### config.mk
export PLATFORM = sky130hd
export DESIGN_NAME = vu_lane
export DESIGN_NICKNAME = d
export VERILOG_FILES = /design/src/vu_pkg.sv /design/src/vu_lane.sv /design/src/vu_ldst_port.sv /design/src/vu_alu.sv /design/src/vu_regfile.sv
export SDC_FILE = /design/constraint.sdc
export NUM_CORES = 1
export LEC_CHECK = 0
export ABC_AREA = 1
export BUFFER_PORTS_ARGS = -buffer_cell sky130_fd_sc_hd__buf_4
export CAP_MARGIN = 20
export CORE_MARGIN = 4
export CORE_UTILIZATION = 55
export CTS_CLUSTER_SIZE = 40
export DETAILED_ROUTE_END_ITERATION = 8
export PLACE_DENSITY = 0.76
export SLEW_MARGIN = 20
export SYNTH_ARGS = -nofsm -noshare
export SYNTH_HDL_FRONTEND = slang
export SYNTH_SLANG_ARGS = --single-unit
export TNS_END_PERCENT = 20
### constraint.sdc
create_clock -name clock -period 6 [get_ports clock]
set_clock_uncertainty 0.2 [all_clocks]
set_input_delay 1.5 -clock clock [delete_from_list [all_inputs] [get_ports clock]]
set_output_delay 1.5 -clock clock [all_outputs]
set_load 0.02 [all_outputs]
### src/vu_pkg.sv
// Vector unit package with lane sizing, data types and the command opcode set
package vu_pkg;

	////////////////////
	// Sizing
	////////////////////
	localparam int NUM_LANES	= 4;			// Default lane count
	localparam int DATA_W		= 32;			// Lane data width
	localparam int NUM_REGS		= 8;			// Registers per lane
	localparam int REG_W		= 3;			// Register index width
	localparam int ADDR_W		= 16;			// Memory word address width
	localparam int TID_W		= 8;			// Thread id width

	////////////////////
	// Types
	////////////////////
	typedef logic [DATA_W-1:0]	data_t;			// Data word
	typedef logic [REG_W-1:0]	reg_idx_t;		// Register index
	typedef logic [ADDR_W-1:0]	addr_t;			// Memory word address
	typedef logic [TID_W-1:0]	tid_t;			// SIMT thread id

	// Command opcodes, already decoded by the scalar side
	typedef enum logic [3:0] {
		OP_NOP		= 4'd0,			// No operation, lane stays idle
		OP_ADD		= 4'd1,
		OP_SUB		= 4'd2,
		OP_AND		= 4'd3,
		OP_OR		= 4'd4,
		OP_XOR		= 4'd5,
		OP_SLL		= 4'd6,			// Shift left by b[4:0]
		OP_SRL		= 4'd7,			// Logical shift right by b[4:0]
		OP_MOVS		= 4'd8,			// Move scalar input
		OP_LANEID	= 4'd9,			// thread_id * NUM_LANES + LANE_ID
		OP_ROTL		= 4'd10,		// Take upper neighbour's first source
		OP_LOAD		= 4'd11,		// rd <= mem[rs1]
		OP_STORE	= 4'd12,		// mem[rs1] <= rs2
		OP_RDS		= 4'd13			// Capture rs1 for scalar readout only
	} op_e;

endpackage
### src/vu_lane.sv
// One SIMT lane with operand capture, lane-bus rotate, writeback and status flag
module vu_lane #(
	parameter int NUM_LANES	= vu_pkg::NUM_LANES,
	parameter int LANE_ID	= 0
) (
	input						clock,
	input						arst_n,
	input						en,				// Lane enable for this command
	input						cmd_valid,
	input	vu_pkg::op_e		cmd_op,
	input	vu_pkg::reg_idx_t	cmd_rd,
	input	vu_pkg::reg_idx_t	cmd_rs1,
	input	vu_pkg::reg_idx_t	cmd_rs2,
	input	vu_pkg::tid_t		thread_id,
	input	vu_pkg::data_t		scalar_in,
	input	vu_pkg::data_t [NUM_LANES-1:0]	src_bus_in,		// Whole lane bus
	output	vu_pkg::data_t		src_out,		// Captured first source
	output	logic				busy,
	output	logic				status,			// Last result was zero
	output	logic				mem_req,
	output	logic				mem_we,
	output	vu_pkg::addr_t		mem_addr,
	output	vu_pkg::data_t		mem_wdata,
	input						mem_grant,
	input	vu_pkg::data_t		mem_rdata,
	input						mem_done
);

	import vu_pkg::*;

	localparam int NEIGHBOUR = (LANE_ID + 1) % NUM_LANES;

	data_t		rs1_data, rs2_data;
	data_t		a_q, b_q;			// Captured operands
	op_e		op_q;
	reg_idx_t	rd_q;
	data_t		alu_result;
	data_t		ld_data;
	data_t		wb_data;
	logic		fire;
	logic		is_mem_cmd;
	logic		mem_op;
	logic		writes_rd;
	logic		alu_done;
	logic		ld_valid;
	logic		rf_we;

	assign fire			= cmd_valid && en && (cmd_op != OP_NOP);
	assign is_mem_cmd	= cmd_op inside {OP_LOAD, OP_STORE};
	assign mem_op		= op_q inside {OP_LOAD, OP_STORE};
	assign writes_rd	= !(op_q inside {OP_NOP, OP_RDS, OP_LOAD, OP_STORE});
	assign alu_done		= busy && !mem_op;	// Single-cycle ops finish here

	////////////////////
	// Operand capture
	////////////////////
	always_ff @(posedge clock or negedge arst_n) begin
		if (!arst_n) begin
			op_q	<= OP_NOP;
			busy	<= 1'b0;
		end else if (fire) begin
			op_q	<= cmd_op;
			busy	<= 1'b1;
		end else if (alu_done || ld_valid) begin
			busy	<= 1'b0;
		end
	end

	always_ff @(posedge clock) begin
		if (fire) begin
			rd_q	<= cmd_rd;
			a_q		<= rs1_data;
			b_q		<= rs2_data;
		end
	end

	assign src_out = a_q;

	////////////////////
	// Writeback
	////////////////////
	always_comb begin
		case (op_q)
			OP_ROTL:	wb_data = src_bus_in[NEIGHBOUR];
			OP_LOAD:	wb_data = ld_data;
			default:	wb_data = alu_result;
		endcase
	end

	assign rf_we = (alu_done && writes_rd) || (ld_valid && op_q == OP_LOAD);

	// Zero flag follows ALU and move results, loads leave it alone
	always_ff @(posedge clock or negedge arst_n) begin
		if (!arst_n) begin
			status	<= 1'b0;
		end else if (alu_done && writes_rd) begin
			status	<= (wb_data == '0);
		end
	end

	vu_regfile u_regfile (
		.clock		(clock),
		.arst_n		(arst_n),
		.rd_addr1	(cmd_rs1),
		.rd_addr2	(cmd_rs2),
		.rd_data1	(rs1_data),
		.rd_data2	(rs2_data),
		.wr_en		(rf_we),
		.wr_addr	(rd_q),
		.wr_data	(wb_data)
	);

	vu_alu #(
		.NUM_LANES	(NUM_LANES),
		.LANE_ID	(LANE_ID)
	) u_alu (
		.op			(op_q),
		.a			(a_q),
		.b			(b_q),
		.scalar		(scalar_in),
		.thread_id	(thread_id),
		.result		(alu_result)
	);

	vu_ldst_port u_ldst (
		.clock		(clock),
		.arst_n		(arst_n),
		.start		(fire && is_mem_cmd),
		.store		(cmd_op == OP_STORE),
		.addr		(addr_t'(a_q)),			// Word address from rs1
		.wdata		(b_q),
		.mem_req	(mem_req),
		.mem_we		(mem_we),
		.mem_addr	(mem_addr),
		.mem_wdata	(mem_wdata),
		.mem_grant	(mem_grant),
		.mem_rdata	(mem_rdata),
		.mem_done	(mem_done),
		.ld_valid	(ld_valid),
		.ld_data	(ld_data)
	);

	////////////////////
	// Checks
	////////////////////
	// Scalar side must wait for commit_req, so no lane can be busy at issue
	a_issue_on_commit: assert property (@(posedge clock) disable iff (!arst_n)
		cmd_valid |-> !busy);

	a_alu_one_cycle: assert property (@(posedge clock) disable iff (!arst_n)
		(fire && !is_mem_cmd) |=> busy ##1 !busy);

endmodule

### src/vu_ldst_port.sv
// Lane load/store engine holding a memory request until grant and waiting for done
module vu_ldst_port (
	input						clock,
	input						arst_n,
	input						start,			// Memory command accepted by the lane
	input						store,			// Command is a store
	input	vu_pkg::addr_t		addr,
	input	vu_pkg::data_t		wdata,
	output	logic				mem_req,
	output	logic				mem_we,
	output	vu_pkg::addr_t		mem_addr,
	output	vu_pkg::data_t		mem_wdata,
	input						mem_grant,
	input	vu_pkg::data_t		mem_rdata,
	input						mem_done,
	output	logic				ld_valid,		// Access finished this cycle
	output	vu_pkg::data_t		ld_data
);

	import vu_pkg::*;

	typedef enum logic [1:0] {
		S_IDLE,
		S_REQ,			// Request raised, waiting for grant
		S_WAIT			// Granted, waiting for done
	} state_e;

	state_e	state;
	logic	store_q;

	always_ff @(posedge clock or negedge arst_n) begin
		if (!arst_n) begin
			state	<= S_IDLE;
			store_q	<= 1'b0;
		end else begin
			case (state)
				S_IDLE: if (start) begin
					state	<= S_REQ;
					store_q	<= store;
				end
				S_REQ: if (mem_grant) state <= S_WAIT;
				S_WAIT: if (mem_done) state <= S_IDLE;
				default: state <= S_IDLE;
			endcase
		end
	end

	assign mem_req		= (state == S_REQ);
	assign mem_we		= (state == S_REQ) && store_q;
	assign mem_addr		= addr;				// Lane holds operands while busy
	assign mem_wdata	= wdata;

	// Stores also report completion so the lane can drop busy
	assign ld_valid		= (state == S_WAIT) && mem_done;
	assign ld_data		= mem_rdata;

	////////////////////
	// Protocol checks
	////////////////////
	a_grant_needs_req: assert property (@(posedge clock) disable iff (!arst_n)
		mem_grant |-> mem_req);

	a_done_after_grant: assert property (@(posedge clock) disable iff (!arst_n)
		mem_done |-> state == S_WAIT);

	// A new access only starts once the previous one is done
	a_start_when_idle: assert property (@(posedge clock) disable iff (!arst_n)
		start |-> state == S_IDLE);

endmodule

### src/vu_alu.sv
// Lane ALU computing arithmetic, logic, shift and move results combinationally
module vu_alu #(
	parameter int NUM_LANES	= vu_pkg::NUM_LANES,
	parameter int LANE_ID	= 0
) (
	input	vu_pkg::op_e		op,
	input	vu_pkg::data_t		a,				// First source operand
	input	vu_pkg::data_t		b,				// Second source operand
	input	vu_pkg::data_t		scalar,			// Scalar input for moves
	input	vu_pkg::tid_t		thread_id,
	output	vu_pkg::data_t		result
);

	import vu_pkg::*;

	data_t		lane_id_word;		// Global lane index of this thread
	logic [4:0]	shamt;

	assign shamt		= b[4:0];
	assign lane_id_word	= data_t'(thread_id) * data_t'(NUM_LANES) + data_t'(LANE_ID);

	always_comb begin
		case (op)
			OP_ADD:		result = a + b;
			OP_SUB:		result = a - b;
			OP_AND:		result = a & b;
			OP_OR:		result = a | b;
			OP_XOR:		result = a ^ b;
			OP_SLL:		result = a << shamt;
			OP_SRL:		result = a >> shamt;
			OP_MOVS:	result = scalar;
			OP_LANEID:	result = lane_id_word;
			default:	result = '0;			// Memory, rotate and readout ops
		endcase
	end

endmodule

### src/vu_regfile.sv
// Lane register file with two asynchronous read ports and one synchronous write port
module vu_regfile (
	input						clock,
	input						arst_n,
	input	vu_pkg::reg_idx_t	rd_addr1,		// First source index
	input	vu_pkg::reg_idx_t	rd_addr2,		// Second source index
	output	vu_pkg::data_t		rd_data1,
	output	vu_pkg::data_t		rd_data2,
	input						wr_en,			// Writeback strobe
	input	vu_pkg::reg_idx_t	wr_addr,
	input	vu_pkg::data_t		wr_data
);

	import vu_pkg::*;

	data_t	regs [NUM_REGS];	// Register storage

	assign rd_data1	= regs[rd_addr1];
	assign rd_data2	= regs[rd_addr2];

	// Registers start from zero so a fresh thread sees a clean state
	always_ff @(posedge clock or negedge arst_n) begin
		if (!arst_n) begin
			for (int i = 0; i < NUM_REGS; i++) begin
				regs[i] <= '0;
			end
		end else if (wr_en) begin
			regs[wr_addr] <= wr_data;
		end
	end

endmodule

* Word-level counts from Yosys, hierarchy flattened *
Index checks and enable logic that the tools add are counted.

cells by class
  add/subtract/negate cells = 2
  magnitude comparators = 4
  eq/ne operators = 20
  shifts and indexed selects = 2
  muxes and demuxes = 17
  bitwise operators = 6
  reduce and logical (&&, ||, !) cells = 23

operators by type and width
  operator                                       count
  one-hot mux 32 bit (9 select lines)            1
  bitwise mux 256 bit                            1
  binary-select mux 32 bit (select 3 bit)        2
  2-to-1 mux 32 bit                              5
  demux 32 bit (select 3 bit)                    1
  one-hot mux 32 bit (2 select lines)            1
  adder 32 bit                                   1
  bitwise AND 32 bit                             1
  == test 4 bit, second input constant           8
  logical NOT 32 bit                             1
  bitwise OR 32 bit                              1
  left shift 32 x 5 -> 32 bit                    1
  right shift 32 x 5 -> 32 bit                   1
  subtractor 32 bit                              1
  XOR 32 bit                                     1
  == test 4 x 3 -> 1 bit, second input constant  4
  >= comparator 4 bit, second input constant     3
  inverter 3 -> 4 bit                            3
  logical AND 1 bit                              9
  == test 4 x 2 -> 1 bit, second input constant  2
  nonzero test 4 bit                             2
  2-to-1 mux 2 bit                               3
  one-hot mux 2 bit (3 select lines)             1
  nonzero test 2 bit                             3
  other kinds (13)                               17

word-level totals
  register bits after elaboration = 332
  input port bits = 219
  output and inout port bits = 84
  word-level logic and storage cells = 90

* Depth between registers and ports, before layout *
  depth after elaboration = 7
  depth in mapped cells = 35
  gate-level depth less buffers = 32

* Hierarchy *
A second synthesis with hierarchy kept.

unflattened totals
  cells, all modules = 4,494
  area total of the unflattened synthesis = 27,591.5 um^2

modules (own cells, without submodules)
  module        times used  cells each  area an instance (um^2)  seq. area each (um^2)
  vu_regfile    1           2,311       14,888.0                 6,406.1
  vu_alu        1           1,741       8,598.2                  0.0
  vu_lane       1           343         3,359.5                  2,162.1
  vu_ldst_port  1           99          745.7                    75.1

* Worst setup path after synthesis *
Ideal clock, no wire load.

  path type = in2reg
  start = input port cmd_op[3]
  end = register op_q[0]
  library setup time = 0.339 ns
  arrival time = 5.695 ns
  data required time = 5.461 ns
  path slack = -0.234 ns
  cell stages on the path = 3
  buffers on the path = 0
  cells stage by stage = inv_1 -> a31oi_1 -> o21ai_0

between the ends
  cells in the longest elaborated chain, start to end = 2

ends and longest elaborated chain
  what                  line           source
  from (decl)           vu_lane.sv:10  input vu_pkg::op_e cmd_op,
  nonzero test 4 bit    vu_lane.sv:48  assign fire = cmd_valid && en && (cmd_op != OP_NOP);
  logical AND 1 bit     vu_lane.sv:48
  named net fire        vu_lane.sv:40  logic fire;
  to (signal assigned)  vu_lane.sv:62  op_q <= cmd_op;
  to (decl)             vu_lane.sv:35  op_e op_q;

The timed path passes the listed nets, and every way through them passes these cells.
A chain may end at the register's enable or synchronous reset.

* Worst setup path after layout *
  start = register b_q[0]
  end = register status

between the ends
  cells in the longest elaborated chain, start to end = 4
  elaborated cells between the ends (all ways) = 10
  classes of those cells = add/sub: 2; shift: 2; mux: 2; bitwise: 3; reduce/logical: 1

ends and longest elaborated chain
  what                                             line           source
  from (decl)                                      vu_lane.sv:34  data_t a_q, b_q;
  from (signal assigned)                           vu_lane.sv:73  b_q <= rs2_data;
  subtractor 32 bit, or another cell as far along  vu_alu.sv:25   OP_SUB: result = a - b;
  one-hot mux 32 bit (9 select lines) *            vu_alu.sv:23   case (op)
  one-hot mux 32 bit (2 select lines) *            vu_lane.sv:83  case (op_q)
  logical NOT 32 bit *                             vu_lane.sv:97  status <= (wb_data == '0);
  to (signal assigned)                             vu_lane.sv:97
  to (decl)                                        vu_lane.sv:19  output logic status,

Every way passes the cells marked *; elsewhere a longest branch is shown, timed or not.

==> results.txt <==
The flow ran to the end, and the final reports show no timing, DRC or antenna violations. The share of the yosys chip area belonging to registers is 0.340. The number of global-route vias before repair is 24600. The worst-case IR drop observed on VDD is 0.000231 V. The number of filler cells placed in the layout came out at 4425.

The post-CTS setup buffer count is 0. In the global route stage, met1 resource usage came out at 0.488. The die span in y came out at 223 um. The post-synthesis net count came out at 4186. After synthesis, the netlist uses 45 different library cells. The count of endpoints failing hold in the final timing report came out at 0. The horizontal die dimension came out at 223 um. The residual overflow from global routing is 0. The clock tree from TritonCTS is built. Using the TritonRoute via totals, the vias-per-cell ratio works out to 5.94. The switching part of the total power came out at 0.406. The total of flip-flops plus latches after synthesis came out at 332. The async set-reset flop share out of synthesis is 0.798.

The static leakage came out at 14.0 nW. The met2 global-route usage came out at 0.556. In the global route stage, overall resource usage came out at 0.360. Summing all multi-input logic gate instances after layout gives 14100 sq um. The worst path arrival time came out at 5760 ps.

During placement, the flow inserted port buffers numbering 206. The number of DRC markers after the initial detailed-route iteration came out at 3522. The first global-routing pass estimated 141 mm of wire. Across the run, the number of max-cap violations was 0. The final instance area came out at 28000 sq um. The clock sink total came out at 332. The total number of placement rows is 78.

The internal power of the cells is 5.41 mW. The core region is 45500 sq um. The maximum number of buffers from clock root to sink came out at 3.

The wire length reported by the detailed router is 93.3 mm. Clock tree synthesis inserted a total of 31 buffers. The predominant post-synthesis flop cell is sky130_fd_sc_hd__dfrtp_1.

The number of antenna violations at the first check in global routing came out at 0. The number of synthesized flops with an enable pin is 67. The placed cell area came out at 27000 sq um. The initial utilization of the core area, before any placement, comes to 0.558. The detailed-route via count is 27000. The data required time of the critical path is 6310 ps. The transition at the pin with the smallest max-transition slack came out at 1080 ps. The worst setup path is launched from a flop. The area added between synthesis and finish is 10.2%. The hold buffer count at cts is 0. The power dissipated by switching net loads came out at 3.70 mW.

In the post-synthesis netlist, the biggest area contributors are sky130_fd_sc_hd__dfrtp_1, sky130_fd_sc_hd__nand2_1, sky130_fd_sc_hd__o21ai_0. The final weighted congestion in routability-driven placement came out at 1.01. The total inserted antenna cells is 0. The count of TritonRoute iterations in the first routing pass is 7. The clock reaches the later pin of the worst-skew pair after 580 ps. The worst setup path is of the flop to flop kind. Of the cells placed in the final design, the portion with a size suffix greater than 1 is 0.0885.

The synthesized instance count came out at 3869. The largest net degree at the start of global routing is 111. The count of warnings emitted by yosys is 0. The number of resized instances in the post-cts repair step came out at 0.

The final-report setup violation count is 0. For met3 alone, demand over resource in global routing was 0.0526. The power per unit of standard cell area is 325 nW/um^2. The synthesized cell area came out at 25400 sq um.

The fraction of power consumed by the clock network came out at 0.216. The tightest hold path in the finished design has a slack of 283 ps. The share of the synthesized area in the top cell type came out at 0.261. The path class of the lowest-slack min-delay path is flop to flop.

The clock tree root driver cell is sky130_fd_sc_hd__clkbuf_16. In the final layout, flip-flops and latches occupy 8640 sq um. The worst slew margin relative to its limit is 0.279.

The number of nets in the layout came out at 4234. The highest-utilization routing layer at the global route stage is met2. The detail route stage leaves a number of antenna-violating nets equal to 0. In the final timing run, aggregate negative setup slack is 0 ps. STA classifies the critical path endpoint as a flop. Of all nets on the critical path, the largest fanout is 35. The count of H-tree levels built during CTS is 1. The clock transition at the register clock pins on the worst setup and hold paths after CTS came out at 60 ps.

The final number of max-transition violations came out at 0. Of the available clock period, the critical path in the final layout requires 0.909. The synthesized design spends more area on one cell type than any other, namely sky130_fd_sc_hd__dfrtp_1.

The mean instance size in the synthesized netlist came out at 6.56 sq um. The fmax came out at 183 MHz. The worst path needs 5450 ps of the cycle, external delays included. The I/O pin total came out at 303. The combinational share of power is 0.383.

The post-DP HPWL is 63.9 mm. After detailed routing, the average wire length per cell comes to 20.5 um. Setup repair after global routing left no endpoint under its margin. The total die area came out at 49700 sq um. The residual DRC count came out at 0. The fraction of power consumed by sequential logic is 0.401.
==> power by group through the flow <==
stage / combinational [mW] / clock (mW) / sequential [mW]
after global routing: 3.92 / 2.07 / 3.74
after global placement: 3.31 / 0 / 3.64
after detailed placement: 3.38 / 0 / 3.66
after CTS: 3.41 / 1.98 / 3.63
after floorplan: 2.39 / 0 / 3.56
final: 3.49 / 1.96 / 3.65
==> through the flow <==
stage	instances	util	power, mW	setup WS (ps)
finish	4542	0.615	9.10	548
global route	4542	0.615	9.74	167
CTS	4541	0.615	9.02	677
detailed placement	4483	0.593	7.04	757
global placement	4483	0.593	6.95	777
floorplan	3869	-	5.95	1540
==> state kept, by name, summed over array words and instances, names as in the netlist <==
register        flops
u_regfile.regs    256
b_q                32
src_out            32
op_q                4
rd_q                3
u_ldst.state        2
busy                1
status              1
u_ldst.store_q      1
==> path summary, 6_finish.rpt <==
kind	endpoint	from	depth (start not counted)	slack, ps
max in group asynchronous	u_regfile.regs[138]	arst_n	2	3710
setup / recovery	status	b_q[0]	26	550
setup reg to reg	status	b_q[0]	26	550
min in group asynchronous	u_regfile.regs[66]	arst_n	1	790
hold / removal	u_regfile.regs[118]	u_regfile.regs[118]	2	280
hold reg to reg	u_regfile.regs[118]	u_regfile.regs[118]	2	280
==> synth_stat cells, types with 4 or more instances <==
master	count
sky130_fd_sc_hd__buf_4	31
sky130_fd_sc_hd__clkbuf_1	118
sky130_fd_sc_hd__buf_6	5
sky130_fd_sc_hd__ha_1	97
sky130_fd_sc_hd__dfrtp_1	265
sky130_fd_sc_hd__nand3_1	383
sky130_fd_sc_hd__nor2_2	12
sky130_fd_sc_hd__a22o_1	40
sky130_fd_sc_hd__inv_1	403
sky130_fd_sc_hd__nand2_1	1112
sky130_fd_sc_hd__o21ai_0	424
sky130_fd_sc_hd__xor2_1	30
sky130_fd_sc_hd__and3_1	4
sky130_fd_sc_hd__a21oi_1	308
sky130_fd_sc_hd__a31oi_1	69
sky130_fd_sc_hd__nand3b_1	21
sky130_fd_sc_hd__a211oi_1	6
sky130_fd_sc_hd__o211ai_1	6
sky130_fd_sc_hd__nor2_1	238
sky130_fd_sc_hd__inv_2	21
sky130_fd_sc_hd__and2_1	5
sky130_fd_sc_hd__nor3_1	10
sky130_fd_sc_hd__o21ai_1	60
sky130_fd_sc_hd__nand4_1	23
sky130_fd_sc_hd__buf_1	24
sky130_fd_sc_hd__nor2_4	7
sky130_fd_sc_hd__edfxtp_1	67
sky130_fd_sc_hd__buf_2	58
==> cell families after synthesis <==
group,after synthesis,synth area share
AND/OR/NAND/NOR,1822,0.299
AO/OA/AOI/OAI,922,0.194
buffers and inverters,663,0.107
flip-flops,332,0.340
adder cells (fa/ha/maj),98,0.0486
XOR/XNOR,32,0.0110
==> area by class of cell <==
type                    instances  share of cell area
multi-input cells            2874               0.503
flip-flops and latches        332               0.309
repair buffers                251              0.0685
inverters                     427              0.0575
clock buffers                  39              0.0288
well taps                     600              0.0268
clock inverters                19             0.00684
==> worst max-delay path: stages (launching register included) <==
cell	delay, ps
sky130_fd_sc_hd__edfxtp_1	430
sky130_fd_sc_hd__inv_4	70
sky130_fd_sc_hd__buf_4	390
sky130_fd_sc_hd__nand3_1	280
sky130_fd_sc_hd__nor2_1	250
sky130_fd_sc_hd__nand2_1	210
sky130_fd_sc_hd__nor2_1	150
sky130_fd_sc_hd__inv_1	90
sky130_fd_sc_hd__nor2_1	230
sky130_fd_sc_hd__nor2_1	90
sky130_fd_sc_hd__xor2_1	130
sky130_fd_sc_hd__inv_1	50
sky130_fd_sc_hd__ha_1	390
sky130_fd_sc_hd__nand2_1	130
sky130_fd_sc_hd__nor2_1	250
sky130_fd_sc_hd__nand2_1	110
sky130_fd_sc_hd__nor2_1	120
sky130_fd_sc_hd__nand2_1	80
sky130_fd_sc_hd__nand3_1	90
sky130_fd_sc_hd__nand2_1	50
sky130_fd_sc_hd__nand3_1	140
sky130_fd_sc_hd__nand3b_1	440
sky130_fd_sc_hd__nor2_1	270
sky130_fd_sc_hd__nand2_1	90
sky130_fd_sc_hd__nor2_1	350
sky130_fd_sc_hd__nand4_1	190
sky130_fd_sc_hd__nand2_1	90
==> layout by cell type (no fill, tap or decap), types with 4 or more instances in the layout <==
master,instances
sky130_fd_sc_hd__a211oi_1,6
sky130_fd_sc_hd__a21oi_1,308
sky130_fd_sc_hd__a22o_1,40
sky130_fd_sc_hd__a31oi_1,68
sky130_fd_sc_hd__and2_1,5
sky130_fd_sc_hd__and3_1,4
sky130_fd_sc_hd__buf_4,248
sky130_fd_sc_hd__bufinv_16,4
sky130_fd_sc_hd__clkbuf_1,8
sky130_fd_sc_hd__clkbuf_16,31
sky130_fd_sc_hd__clkinv_1,10
sky130_fd_sc_hd__clkinv_2,9
sky130_fd_sc_hd__dfrtp_1,265
sky130_fd_sc_hd__edfxtp_1,67
sky130_fd_sc_hd__ha_1,97
sky130_fd_sc_hd__inv_1,400
sky130_fd_sc_hd__inv_2,20
sky130_fd_sc_hd__nand2_1,1112
sky130_fd_sc_hd__nand3_1,383
sky130_fd_sc_hd__nand3b_1,21
sky130_fd_sc_hd__nand4_1,23
sky130_fd_sc_hd__nor2_1,232
sky130_fd_sc_hd__nor2_2,16
sky130_fd_sc_hd__nor2_4,9
sky130_fd_sc_hd__nor3_1,10
sky130_fd_sc_hd__o211ai_1,6
sky130_fd_sc_hd__o21ai_0,424
sky130_fd_sc_hd__o21ai_1,60
sky130_fd_sc_hd__xor2_1,30
==> metal layers <==
layer / up-vias / wire, um
met5: - / 0
met4: 0 / 5930
met3: 284 / 9500
met2: 1538 / 41300
met1: 12300 / 36600
li1: 12800 / -
Power figures use the tool's default switching activity.
